==> config.mk <==
export PLATFORM = sky130hd
export DESIGN_NAME = board_top
export DESIGN_NICKNAME = d
export VERILOG_FILES = /design/src/hdl/board_pkg.sv /design/src/hdl/board_top.sv /design/src/hdl/pattern_gen.sv /design/src/hdl/video_timing.sv /design/src/hdl/key_event_ctrl.sv /design/src/hdl/ps2_kbd_rx.sv /design/src/hdl/reset_sequencer.sv
export SDC_FILE = /design/constraint.sdc
export NUM_CORES = 1
export LEC_CHECK = 0
export BUFFER_PORTS_ARGS = -buffer_cell sky130_fd_sc_hd__buf_2
export CORE_UTILIZATION = 28
export CTS_CLUSTER_DIAMETER = 150
export DETAILED_ROUTE_END_ITERATION = 16
export GPL_ROUTABILITY_DRIVEN = 0
export PLACE_DENSITY_LB_ADDON = 0.12
export REMOVE_ABC_BUFFERS = 1
export SLEW_MARGIN = 40
export SYNTH_ARGS = -nofsm -noshare
export SYNTH_HDL_FRONTEND = slang
export SYNTH_SLANG_ARGS = --single-unit
==> constraint.sdc <==
create_clock -name clk_pix -period 10.92 [get_ports clk_pix]
set_clock_uncertainty 0.05 [all_clocks]
set_input_delay 2.184 -clock clk_pix [delete_from_list [all_inputs] [get_ports clk_pix]]
set_output_delay 2.184 -clock clk_pix [all_outputs]
set_load 0.01 [all_outputs]
==> src/hdl/board_pkg.sv <==
package board_pkg;

    // one PS/2 data byte
    typedef logic [7:0] scan_code_t;

    // decoded key, flags come from the prefix bytes
    typedef struct packed {
        logic       released;   // preceded by F0
        logic       extended;   // preceded by E0
        scan_code_t code;
    } key_event_t;

    typedef logic [3:0] channel_t;

    typedef struct packed {
        channel_t r;
        channel_t g;
        channel_t b;
    } rgb_t;

    // sync bits are active low
    typedef struct packed {
        logic hsync_n;
        logic vsync_n;
        logic de;
    } video_sync_t;

    typedef logic [11:0] coord_t;

    typedef enum logic [1:0] {
        ST_IDLE,
        ST_EXT,
        ST_REL,
        ST_EXT_REL
    } key_state_e;

    localparam scan_code_t CODE_EXT   = 8'hE0;
    localparam scan_code_t CODE_REL   = 8'hF0;
    localparam scan_code_t CODE_SPACE = 8'h29;

endpackage
==> src/hdl/board_top.sv <==
`timescale 1ns/100ps

module board_top #(
    parameter int RESET_CYCLES  = 32,
    parameter int FRAME_TIMEOUT = 20000,
    parameter int H_ACTIVE      = 640,
    parameter int H_FRONT       = 16,
    parameter int H_SYNC        = 96,
    parameter int H_BACK        = 48,
    parameter int V_ACTIVE      = 480,
    parameter int V_FRONT       = 10,
    parameter int V_SYNC        = 2,
    parameter int V_BACK        = 33
) (
    input  logic                   clk_pix,
    input  logic                   rst_i,
    input  logic                   clk_locked_i,
    input  logic                   ps2_clk_i,
    input  logic                   ps2_data_i,
    output board_pkg::scan_code_t  led_o,
    output logic                   kbd_err_o,
    output board_pkg::key_event_t  key_event_o,
    output logic                   key_strobe_o,
    output board_pkg::rgb_t        rgb_o,
    output board_pkg::video_sync_t sync_o
);

    logic                   sys_rst;
    board_pkg::scan_code_t  code;
    logic                   code_strobe;
    logic                   frame_err;
    logic                   invert;
    board_pkg::coord_t      x;
    board_pkg::coord_t      y;
    board_pkg::video_sync_t sync;

    assign kbd_err_o = frame_err;

    reset_sequencer #(
        .RESET_CYCLES(RESET_CYCLES)
    ) reset_sequencer_i (
        .clk_pix     (clk_pix),
        .rst_i       (rst_i),
        .clk_locked_i(clk_locked_i),
        .sys_rst_o   (sys_rst)
    );

    // keyboard path
    ps2_kbd_rx #(
        .FRAME_TIMEOUT(FRAME_TIMEOUT)
    ) ps2_kbd_rx_i (
        .clk_pix      (clk_pix),
        .rst_i        (sys_rst),
        .ps2_clk_i    (ps2_clk_i),
        .ps2_data_i   (ps2_data_i),
        .code_o       (code),
        .code_strobe_o(code_strobe),
        .frame_err_o  (frame_err)
    );

    key_event_ctrl key_event_ctrl_i (
        .clk_pix       (clk_pix),
        .rst_i         (sys_rst),
        .code_i        (code),
        .code_strobe_i (code_strobe),
        .frame_err_i   (frame_err),
        .event_o       (key_event_o),
        .event_strobe_o(key_strobe_o),
        .led_o         (led_o),
        .invert_o      (invert)
    );

    // video path
    video_timing #(
        .H_ACTIVE(H_ACTIVE),
        .H_FRONT (H_FRONT),
        .H_SYNC  (H_SYNC),
        .H_BACK  (H_BACK),
        .V_ACTIVE(V_ACTIVE),
        .V_FRONT (V_FRONT),
        .V_SYNC  (V_SYNC),
        .V_BACK  (V_BACK)
    ) video_timing_i (
        .clk_pix(clk_pix),
        .rst_i  (sys_rst),
        .x_o    (x),
        .y_o    (y),
        .sync_o (sync)
    );

    pattern_gen #(
        .H_ACTIVE(H_ACTIVE)
    ) pattern_gen_i (
        .clk_pix (clk_pix),
        .rst_i   (sys_rst),
        .x_i     (x),
        .y_i     (y),
        .sync_i  (sync),
        .invert_i(invert),
        .rgb_o   (rgb_o),
        .sync_o  (sync_o)
    );

endmodule

==> src/hdl/pattern_gen.sv <==
`timescale 1ns/100ps

module pattern_gen #(
    parameter int H_ACTIVE = 640
) (
    input  logic                   clk_pix,
    input  logic                   rst_i,
    input  board_pkg::coord_t      x_i,
    input  board_pkg::coord_t      y_i,
    input  board_pkg::video_sync_t sync_i,
    input  logic                   invert_i,
    output board_pkg::rgb_t        rgb_o,
    output board_pkg::video_sync_t sync_o
);

    logic [2:0]      bar;
    logic [2:0]      lit;
    logic            in_frame;
    board_pkg::rgb_t rgb_next;

    // eight equal bars across the active width
    assign bar = 3'((32'(x_i) * 8) / H_ACTIVE);
    assign lit = bar ^ {3{invert_i}};

    assign in_frame = sync_i.de && (x_i < board_pkg::coord_t'(H_ACTIVE));

    always_comb begin
        rgb_next.r = {4{lit[0]}};
        rgb_next.g = {4{lit[1]}};
        rgb_next.b = {4{lit[2]}};
        if (!in_frame) begin
            rgb_next = '0;   // black outside active video
        end
    end

    always_ff @(posedge clk_pix) begin
        if (rst_i) begin
            rgb_o  <= '0;
            sync_o <= '{hsync_n: 1'b1, vsync_n: 1'b1, de: 1'b0};
        end else begin
            rgb_o  <= rgb_next;
            sync_o <= sync_i;
        end
    end

endmodule

==> src/hdl/video_timing.sv <==
`timescale 1ns/100ps

module video_timing #(
    parameter int H_ACTIVE = 640,
    parameter int H_FRONT  = 16,
    parameter int H_SYNC   = 96,
    parameter int H_BACK   = 48,
    parameter int V_ACTIVE = 480,
    parameter int V_FRONT  = 10,
    parameter int V_SYNC   = 2,
    parameter int V_BACK   = 33
) (
    input  logic                   clk_pix,
    input  logic                   rst_i,
    output board_pkg::coord_t      x_o,
    output board_pkg::coord_t      y_o,
    output board_pkg::video_sync_t sync_o
);

    localparam board_pkg::coord_t H_ACT_END = board_pkg::coord_t'(H_ACTIVE);
    localparam board_pkg::coord_t H_SYNC_BEG = board_pkg::coord_t'(H_ACTIVE + H_FRONT);
    localparam board_pkg::coord_t H_SYNC_END = board_pkg::coord_t'(H_ACTIVE + H_FRONT + H_SYNC);
    localparam board_pkg::coord_t H_LAST =
        board_pkg::coord_t'(H_ACTIVE + H_FRONT + H_SYNC + H_BACK - 1);

    localparam board_pkg::coord_t V_ACT_END = board_pkg::coord_t'(V_ACTIVE);
    localparam board_pkg::coord_t V_SYNC_BEG = board_pkg::coord_t'(V_ACTIVE + V_FRONT);
    localparam board_pkg::coord_t V_SYNC_END = board_pkg::coord_t'(V_ACTIVE + V_FRONT + V_SYNC);
    localparam board_pkg::coord_t V_LAST =
        board_pkg::coord_t'(V_ACTIVE + V_FRONT + V_SYNC + V_BACK - 1);

    board_pkg::coord_t      h_next;
    board_pkg::coord_t      v_next;
    board_pkg::video_sync_t sync_next;

    always_comb begin
        h_next = x_o + 1'b1;
        v_next = y_o;
        if (x_o == H_LAST) begin
            h_next = '0;
            v_next = (y_o == V_LAST) ? '0 : y_o + 1'b1;
        end
    end

    // sync decoded from the next position so it lines up with x and y
    always_comb begin
        sync_next.hsync_n = !(h_next >= H_SYNC_BEG && h_next < H_SYNC_END);
        sync_next.vsync_n = !(v_next >= V_SYNC_BEG && v_next < V_SYNC_END);
        sync_next.de      = (h_next < H_ACT_END) && (v_next < V_ACT_END);
    end

    always_ff @(posedge clk_pix) begin
        if (rst_i) begin
            // park on the last back porch pixel, first step lands on 0,0
            x_o    <= H_LAST;
            y_o    <= V_LAST;
            sync_o <= '{hsync_n: 1'b1, vsync_n: 1'b1, de: 1'b0};
        end else begin
            x_o    <= h_next;
            y_o    <= v_next;
            sync_o <= sync_next;
        end
    end

endmodule

==> src/hdl/key_event_ctrl.sv <==
`timescale 1ns/100ps

module key_event_ctrl (
    input  logic                  clk_pix,
    input  logic                  rst_i,
    input  board_pkg::scan_code_t code_i,
    input  logic                  code_strobe_i,
    input  logic                  frame_err_i,
    output board_pkg::key_event_t event_o,
    output logic                  event_strobe_o,
    output board_pkg::scan_code_t led_o,
    output logic                  invert_o
);

    board_pkg::key_state_e state_q;
    board_pkg::key_state_e state_next;
    logic                  is_prefix;
    logic                  ext_seen;
    logic                  rel_seen;
    logic                  emit;

    assign ext_seen = (state_q == board_pkg::ST_EXT) || (state_q == board_pkg::ST_EXT_REL);
    assign rel_seen = (state_q == board_pkg::ST_REL) || (state_q == board_pkg::ST_EXT_REL);

    assign is_prefix = (code_i == board_pkg::CODE_EXT) || (code_i == board_pkg::CODE_REL);
    assign emit      = code_strobe_i && !frame_err_i && !is_prefix;

    always_comb begin
        state_next = state_q;
        if (frame_err_i) begin
            state_next = board_pkg::ST_IDLE;
        end else if (code_strobe_i) begin
            if (code_i == board_pkg::CODE_EXT) begin
                state_next = rel_seen ? board_pkg::ST_EXT_REL : board_pkg::ST_EXT;
            end else if (code_i == board_pkg::CODE_REL) begin
                state_next = ext_seen ? board_pkg::ST_EXT_REL : board_pkg::ST_REL;
            end else begin
                state_next = board_pkg::ST_IDLE;   // final byte ends the sequence
            end
        end
    end

    always_ff @(posedge clk_pix) begin
        if (rst_i) begin
            state_q        <= board_pkg::ST_IDLE;
            event_strobe_o <= 1'b0;
            led_o          <= '0;
            invert_o       <= 1'b0;
        end else begin
            state_q        <= state_next;
            event_strobe_o <= emit;
            if (emit && !rel_seen) begin
                led_o <= code_i;   // make codes only
                if (code_i == board_pkg::CODE_SPACE) begin
                    invert_o <= !invert_o;
                end
            end
        end
    end

    always_ff @(posedge clk_pix) begin
        if (emit) begin
            event_o.released <= rel_seen;
            event_o.extended <= ext_seen;
            event_o.code     <= code_i;
        end
    end

endmodule

==> src/hdl/ps2_kbd_rx.sv <==
`timescale 1ns/100ps

module ps2_kbd_rx #(
    parameter int FRAME_TIMEOUT = 20000
) (
    input  logic                  clk_pix,
    input  logic                  rst_i,
    input  logic                  ps2_clk_i,
    input  logic                  ps2_data_i,
    output board_pkg::scan_code_t code_o,
    output logic                  code_strobe_o,
    output logic                  frame_err_o
);

    localparam int TW = $clog2(FRAME_TIMEOUT + 1);
    localparam logic [TW-1:0] TIMEOUT_LAST = TW'(FRAME_TIMEOUT - 1);

    logic [1:0]    clk_sync_q;
    logic [1:0]    data_sync_q;
    logic          clk_prev_q;
    logic          clk_fall;
    logic [9:0]    shift_q;     // first ten bits, start bit ends up in bit 0
    logic [3:0]    bit_cnt_q;
    logic [TW-1:0] idle_cnt_q;
    logic [10:0]   frame;
    logic          frame_ok;

    // two-flop synchronizers, then edge detect
    always_ff @(posedge clk_pix) begin
        if (rst_i) begin
            clk_sync_q  <= 2'b11;
            data_sync_q <= 2'b11;
            clk_prev_q  <= 1'b1;
        end else begin
            clk_sync_q  <= {clk_sync_q[0], ps2_clk_i};
            data_sync_q <= {data_sync_q[0], ps2_data_i};
            clk_prev_q  <= clk_sync_q[1];
        end
    end

    assign clk_fall = clk_prev_q && !clk_sync_q[1];

    // stop bit arrives live, the rest from the shifter
    assign frame = {data_sync_q[1], shift_q};

    assign frame_ok = !frame[0] && frame[10] && (^frame[9:1]);   // odd parity

    always_ff @(posedge clk_pix) begin
        if (clk_fall) begin
            shift_q <= {data_sync_q[1], shift_q[9:1]};
        end
    end

    always_ff @(posedge clk_pix) begin
        if (clk_fall && bit_cnt_q == 4'd10) begin
            code_o <= frame[8:1];
        end
    end

    always_ff @(posedge clk_pix) begin
        if (rst_i) begin
            bit_cnt_q     <= '0;
            idle_cnt_q    <= '0;
            code_strobe_o <= 1'b0;
            frame_err_o   <= 1'b0;
        end else begin
            code_strobe_o <= 1'b0;
            frame_err_o   <= 1'b0;
            if (clk_fall) begin
                idle_cnt_q <= '0;
                if (bit_cnt_q == 4'd10) begin
                    bit_cnt_q     <= '0;
                    code_strobe_o <= frame_ok;
                    frame_err_o   <= !frame_ok;
                end else begin
                    bit_cnt_q <= bit_cnt_q + 1'b1;
                end
            end else if (clk_sync_q[1] && bit_cnt_q != 4'd0) begin
                // stalled frame, drop it
                if (idle_cnt_q == TIMEOUT_LAST) begin
                    bit_cnt_q  <= '0;
                    idle_cnt_q <= '0;
                end else begin
                    idle_cnt_q <= idle_cnt_q + 1'b1;
                end
            end else begin
                idle_cnt_q <= '0;
            end
        end
    end

endmodule

==> src/hdl/reset_sequencer.sv <==
`timescale 1ns/100ps

module reset_sequencer #(
    parameter int RESET_CYCLES = 32
) (
    input  logic clk_pix,
    input  logic rst_i,
    input  logic clk_locked_i,
    output logic sys_rst_o
);

    localparam int CW = $clog2(RESET_CYCLES + 1);
    localparam logic [CW-1:0] LAST = CW'(RESET_CYCLES - 1);

    logic          hold;
    logic [CW-1:0] cnt_q;

    // external reset or no lock restarts the delay
    assign hold = rst_i || !clk_locked_i;

    always_ff @(posedge clk_pix) begin
        if (hold) begin
            cnt_q     <= '0;
            sys_rst_o <= 1'b1;
        end else if (sys_rst_o) begin
            if (cnt_q == LAST) begin
                sys_rst_o <= 1'b0;   // released after RESET_CYCLES free cycles
            end else begin
                cnt_q <= cnt_q + 1'b1;
            end
        end
    end

endmodule

* Word level (Yosys, flattened, before mapping)
Cells that the tools add are included.
** Storage, ports and cells
- Logic and storage cells :: 109
- Output and inout bits :: 35
- Bits of input ports :: 5
- Register bits :: 106
** Operators by class
- Add/subtract/negate cells :: 5
- Muxes and demuxes :: 13
- Divide/modulo/power cells :: 1
- Bitwise gates (word level) :: 6
- Magnitude comparators :: 7
- Equal/unequal tests :: 11
- Reduce and logical (&&, ||, !) cells :: 37
** Operators with widths (count)
- $lt 12x10->1 const B :: 3
- $mux 12 :: 3
- $div 15x10->32 const B :: 1
- $add 12x1->12 const B :: 2
- $eq 12x10->1 const B :: 2
- $lt 12x9->1 const B :: 2
- $eq 8x8->1 const B :: 2
- $mux 4 :: 4
- $add 15x1->15 const B :: 1
- $eq 15x15->1 const B :: 1
- $ge 12x10->1 const B :: 1
- $ge 12x9->1 const B :: 1
- $logic_and 1x1->1 :: 12
- $logic_not 1->1 :: 10
- $reduce_xor 9->1 :: 1
- $eq 8x6->1 const B :: 1
- $add 6x1->6 const B :: 1
- $eq 6x5->1 const B :: 1
- $mux 2 :: 3
- $reduce_and 2->1 :: 3
- $not 1->1 :: 5
- $add 4x1->4 const B :: 1
- $eq 2x2->1 const B :: 2
- $eq 4x4->1 const B :: 1
- other kinds (9) :: 16

* Longest topological paths before layout
- Depth after elaboration :: 6
- Mapped depth :: 18
- Mapped depth without buffers :: 14

* By module
Synthesis repeated with hierarchy kept, for this count alone.
** Unflattened totals
- Cell total of the unflattened synthesis :: 603
- Area, all modules :: 5679.2 um^2
** By module, submodules not included
- ps2_kbd_rx :: seq. area each 1061.0 um^2, times used 1, area each 1721.7 um^2, cells each 147
- video_timing :: seq. area each 540.5 um^2, times used 1, area each 1621.6 um^2, cells each 196
- pattern_gen :: seq. area each 120.1 um^2, times used 1, area each 1207.4 um^2, cells each 161
- key_event_ctrl :: seq. area each 540.5 um^2, times used 1, area each 793.3 um^2, cells each 61
- reset_sequencer :: seq. area each 140.1 um^2, times used 1, area each 335.3 um^2, cells each 38

* Worst setup path after synthesis
No wires, ideal clock.
- Path type :: register to register
- Start point :: reg video_timing_i.x_o[9]
- End point :: reg, netlist name pattern_gen_i.rgb_o[8]
- Stages on the path, launching flop included :: 19
- Slack :: 7.237 ns
- Arrival :: 3.506 ns
- Required time :: 10.743 ns
- Cells stage by stage :: dfxtp_1 -> buf_2 -> clkbuf_1 -> nor2_1 -> inv_1 -> ha_1 -> and2b_1 -> nor3b_1 -> or4_1 -> buf_2 -> a311o_1 -> and2_4 -> buf_6 -> a311oi_1 -> a21oi_1 -> nor2_1 -> a2bb2oi_1 -> o31ai_1 -> nor3b_2
** Between the ends
- Cells in the longest elaborated chain, start to end :: 4
** Ends and longest elaborated chain
- start, declared :: line video_timing.sv:15 : output board_pkg::coord_t x_o,
- start signal, assigned :: line video_timing.sv:59 : x_o <= h_next;
- parallel branches: the longest is 4 deep, another holds $div 15x10->32
Several ways; the timed one is not identified.
A chain may end at the register's enable or synchronous reset.

* Worst setup path after layout
- Start point :: reg video_timing_i.x_o[9]
- End point :: reg, netlist name pattern_gen_i.rgb_o[8]
** Between the ends
- Cells in the longest elaborated chain, start to end :: 4
** Ends and longest elaborated chain
- parallel branches: the longest is 4 deep, another holds $div 15x10->32
Several ways; the timed one is not identified.

==> run_results.csv <==
group,metric,value,unit
outcome,status,"finished, final reports clean",
critical_path,reg2reg_slack,6.68,ns
logic_synthesis,syn_area_per_cell,9.13,sq um
finish,drive_gt1_share,14.7,%
finish,areaGrowthSynthToFinish,11.1,%
critical_path,end_kind,"flop",
critical_path,ff2ff_path_depth,14,
clocking,clock-sinks,106,
global_route,grt_pass1_vias,3862,
finish,fillers,1945,
logic_synthesis,ys_seq_area_share,45.1,%
timing,worstMarginPinSlew,0.759,ns
die,core_area,0.0186,sq mm
routing,post_drt_wl_per_cell,13.1,um
finish,layoutNonFillerInstCount,833,
logic_synthesis,synth_top_cells_by_count,"nor2_1 (79), dfxtp_1 (78), nand2_1 (36)",
worst_hold_path,min_path_cells,1,
critical_path,worst_path_max_delay_cell,"dfxtp_1",
critical_path,slowest_delay,0.75,ns
logic_synthesis,synthFlopType,"dfxtp_1",
finish,n_antenna_cell,0,
clocking,cts_tree,"yes",
routing,initialDrtViolationCount,232,
critical_path,arrival,4.43,ns
routing,vias,4008,
timing,max_freq,0.236,GHz
logic_synthesis,synth-warning-count,0,
die,rows,50,
clocking,cts_max_level,3,
critical_path,critPathLaunchType,"flop",
routing,wirelength,10900,um
clocking,ctsHoldBuffers,0,
logic_synthesis,synth-seq-cells,106,
critical_path,cp_cell_sequence,"nor2_1 -> inv_1 -> ha_1 -> and2b_1 -> nor3b_1 -> nor4_2 -> o41ai_2 -> a311oi_2 -> and3_1 -> nand3_1 -> a2111oi_0 -> nand4b_1 -> o31ai_1 -> nor3b_2",
power,powerDensity,123,mW/mm^2
place,io_buffers,39,
global_route,overflow,0,
timing,slew_violations,0,
die,start_util,28.5,%
global_route,grt_usage,11.9,%
logic_synthesis,synth_largest_area_cell,"dfxtp_1",
run,maxCapViolations,0,
clocking,cts-buffers-inserted,9,
die,pin_count,40,
place,detailed_place_hpwl,7640,um
global_route,gr-usage-met1,15.7,%
timing,finalHoldViolCount,0,
clocking,clock_latency,0.35,ns
clocking,root_buffer,"clkbuf_16",
worst_hold_path,hold_class,"reg2reg",
logic_synthesis,synth-async-reset-ratio,0,%
place,dp_cells,817,
timing,fin_crit,4.24,ns
clocking,clk_path_buf_depth,2,
routing,drc_errors,0,
global_route,grt_pass1_wl,18900,um
critical_path,crit_fanout,22,
clocking,ctsResizeCount,0,
global_route,grt_max_degree,50,
finish,nNetsFinal,609,
global_route,top_usage_layer,"met2",
timing,relSlewSlack,49.0,%
clocking,postCtsSetupRepairBufs,0,
timing,rsz0062_at_grt,"no",
power,peakVddDrop,0.0704,mV
logic_synthesis,synth-edff-count,28,
logic_synthesis,netlist_top_cells_area,"dfxtp_1 (29%), edfxtp_1 (16%), nor2_1 (5.6%), xnor2_1 (3.8%), xor2_1 (3.6%)",
logic_synthesis,syn_inst,583,
die,fp.dieW,140,um
critical_path,path_class,"reg2reg",
logic_synthesis,netlist.area_leader.share,29.3,%
die,dieArea,0.0196,sq mm
timing,setup_violations,0,
global_route,antenna_found_initial,0,
timing,tns,0,ns
global_route,grtUsageMet3,2.58,%
logic_synthesis,synth_most_common_cell,"nor2_1",
logic_synthesis,synthesis.area,0.00532,sq mm
worst_hold_path,worst_hold_startpoint,"ps2_kbd_rx_i.clk_sync_q[0]",
critical_path,r2r_end,"pattern_gen_i.rgb_o[8]",
clocking,cts.clk_slew.worst_paths,0.08,ns
routing,ant_nets,0,
critical_path,crit_required,11.10,ns
global_route,met2_usage,18.8,%
worst_hold_path,hold_end,"ps2_kbd_rx_i.clk_sync_q[1]",
die,die_y,140,um
finish,utilization,31.7,%
routing,vias_per_cell,4.81,
routing,dr.pass1.iters,6,
timing,finalCritPeriodShare,38.9,%
logic_synthesis,post_synth_num_cell_types,73,
power,power_leakage,2.09,nW
power,power,0.729,mW
critical_path,cpLargestDelayFamily,"simple AND/OR/NAND/NOR gates",
critical_path,worst-path-buf-inv,1,
critical_path,timing.rr.start,"video_timing_i.x_o[9]",
==> worst max path at each step <==
stage	startpoint	endpoint	slack, ns	depth (start not counted)
detailed placement	video_timing_i.x_o[9]	pattern_gen_i.rgb_o[8]	6.73	14
global route	video_timing_i.x_o[9]	pattern_gen_i.rgb_o[8]	6.27	14
CTS	video_timing_i.x_o[9]	pattern_gen_i.rgb_o[8]	6.72	14
global placement	video_timing_i.x_o[9]	pattern_gen_i.rgb_o[8]	6.86	14
finish	video_timing_i.x_o[9]	pattern_gen_i.rgb_o[8]	6.68	14
floorplan	video_timing_i.x_o[9]	pattern_gen_i.rgb_o[8]	7.35	14
==> registers in the layout, summed over array words and instances (netlist names) <==
register                         count
key_event_ctrl_i.event_o            10
key_event_ctrl_i.led_o               8
key_event_ctrl_i.state_q             2
ps2_kbd_rx_i.idle_cnt_q             15
video_timing_i.x_o                  12
ps2_kbd_rx_i.data_sync_q             2
video_timing_i.y_o                  12
ps2_kbd_rx_i.code_o                  8
reset_sequencer_i.cnt_q              6
ps2_kbd_rx_i.code_strobe_o           1
key_event_ctrl_i.event_strobe_o      1
ps2_kbd_rx_i.clk_sync_q              2
key_event_ctrl_i.invert_o            1
video_timing_i.sync_o                3
reset_sequencer_i.sys_rst_o          1
ps2_kbd_rx_i.shift_q                10
pattern_gen_i.sync_o                 3
ps2_kbd_rx_i.clk_prev_q              1
pattern_gen_i.rgb_o                  3
ps2_kbd_rx_i.bit_cnt_q               4
ps2_kbd_rx_i.frame_err_o             1
==> kinds of logic (layout without fill, tap and decap cells) <==
group	Yosys count	count (layout)	share of synthesized area, %
AND/OR/NAND/NOR	253	253	24.4
flip-flops	106	106	45.1
AO/OA/AOI/OAI	97	97	13.0
buffers and inverters	60	76	5.43
XOR/XNOR	45	45	7.41
multiplexers	12	12	2.26
adder cells (fa/ha/maj)	10	10	2.35
==> power by group <==
group / switching, mW / total [mW] / internal (mW) / leakage (nW)
clock: 0.163 / 0.326 / 0.163 / 0.146
sequential: 0.000387 / 0.401 / 0.401 / 0.878
combinational: 0.000933 / 0.00200 / 0.00107 / 1.06
==> cell usage in the layout (no fill, tap or decap), types with 20 or more instances in the layout <==
cell type | netlist | layout
edfxtp_1 | 28 | 28
dfxtp_1 | 78 | 77
nor2_1 | 79 | 78
inv_1 | 20 | 20
xor2_1 | 22 | 22
nand2_1 | 36 | 36
xnor2_1 | 23 | 23
buf_2 | 3 | 39
a21oi_1 | 27 | 27
nand3_1 | 32 | 32
==> per-layer routing <==
layer | share of wire [%] | wire, um | vias up
met5 | 0 | 0 | -
met4 | 1.7 | 187 | 0
met3 | 2.4 | 258 | 14
met2 | 45 | 4920 | 48
met1 | 51 | 5520 | 1878
li1 | - | - | 2068
==> layout make-up <==
| cell class | instances | area (sq um) | share of cell area (%) |
|---|---|---|---|
| Sequential cell | 106 | 2400 | 40.7 |
| Tap cell | 234 | 293 | 4.95 |
| Clock buffer | 9 | 225 | 3.81 |
| Clock inverter | 7 | 80.1 | 1.35 |
| Inverter | 20 | 75.1 | 1.27 |
| Multi-Input combinational cell | 417 | 2630 | 44.5 |
| Timing Repair Buffer | 40 | 203 | 3.43 |
==> metrics by stage <==
step	instance area [sq um]	hold slack [ns]	setup WS [ns]
floorplan	5110	0.339	7.35
global placement	5600	0.349	6.86
detailed placement	5610	0.349	6.73
CTS	5910	0.369	6.72
global route	5910	0.382	6.27
finish	5910	0.365	6.68
Note: power is estimated with default switching activity, not from simulation.
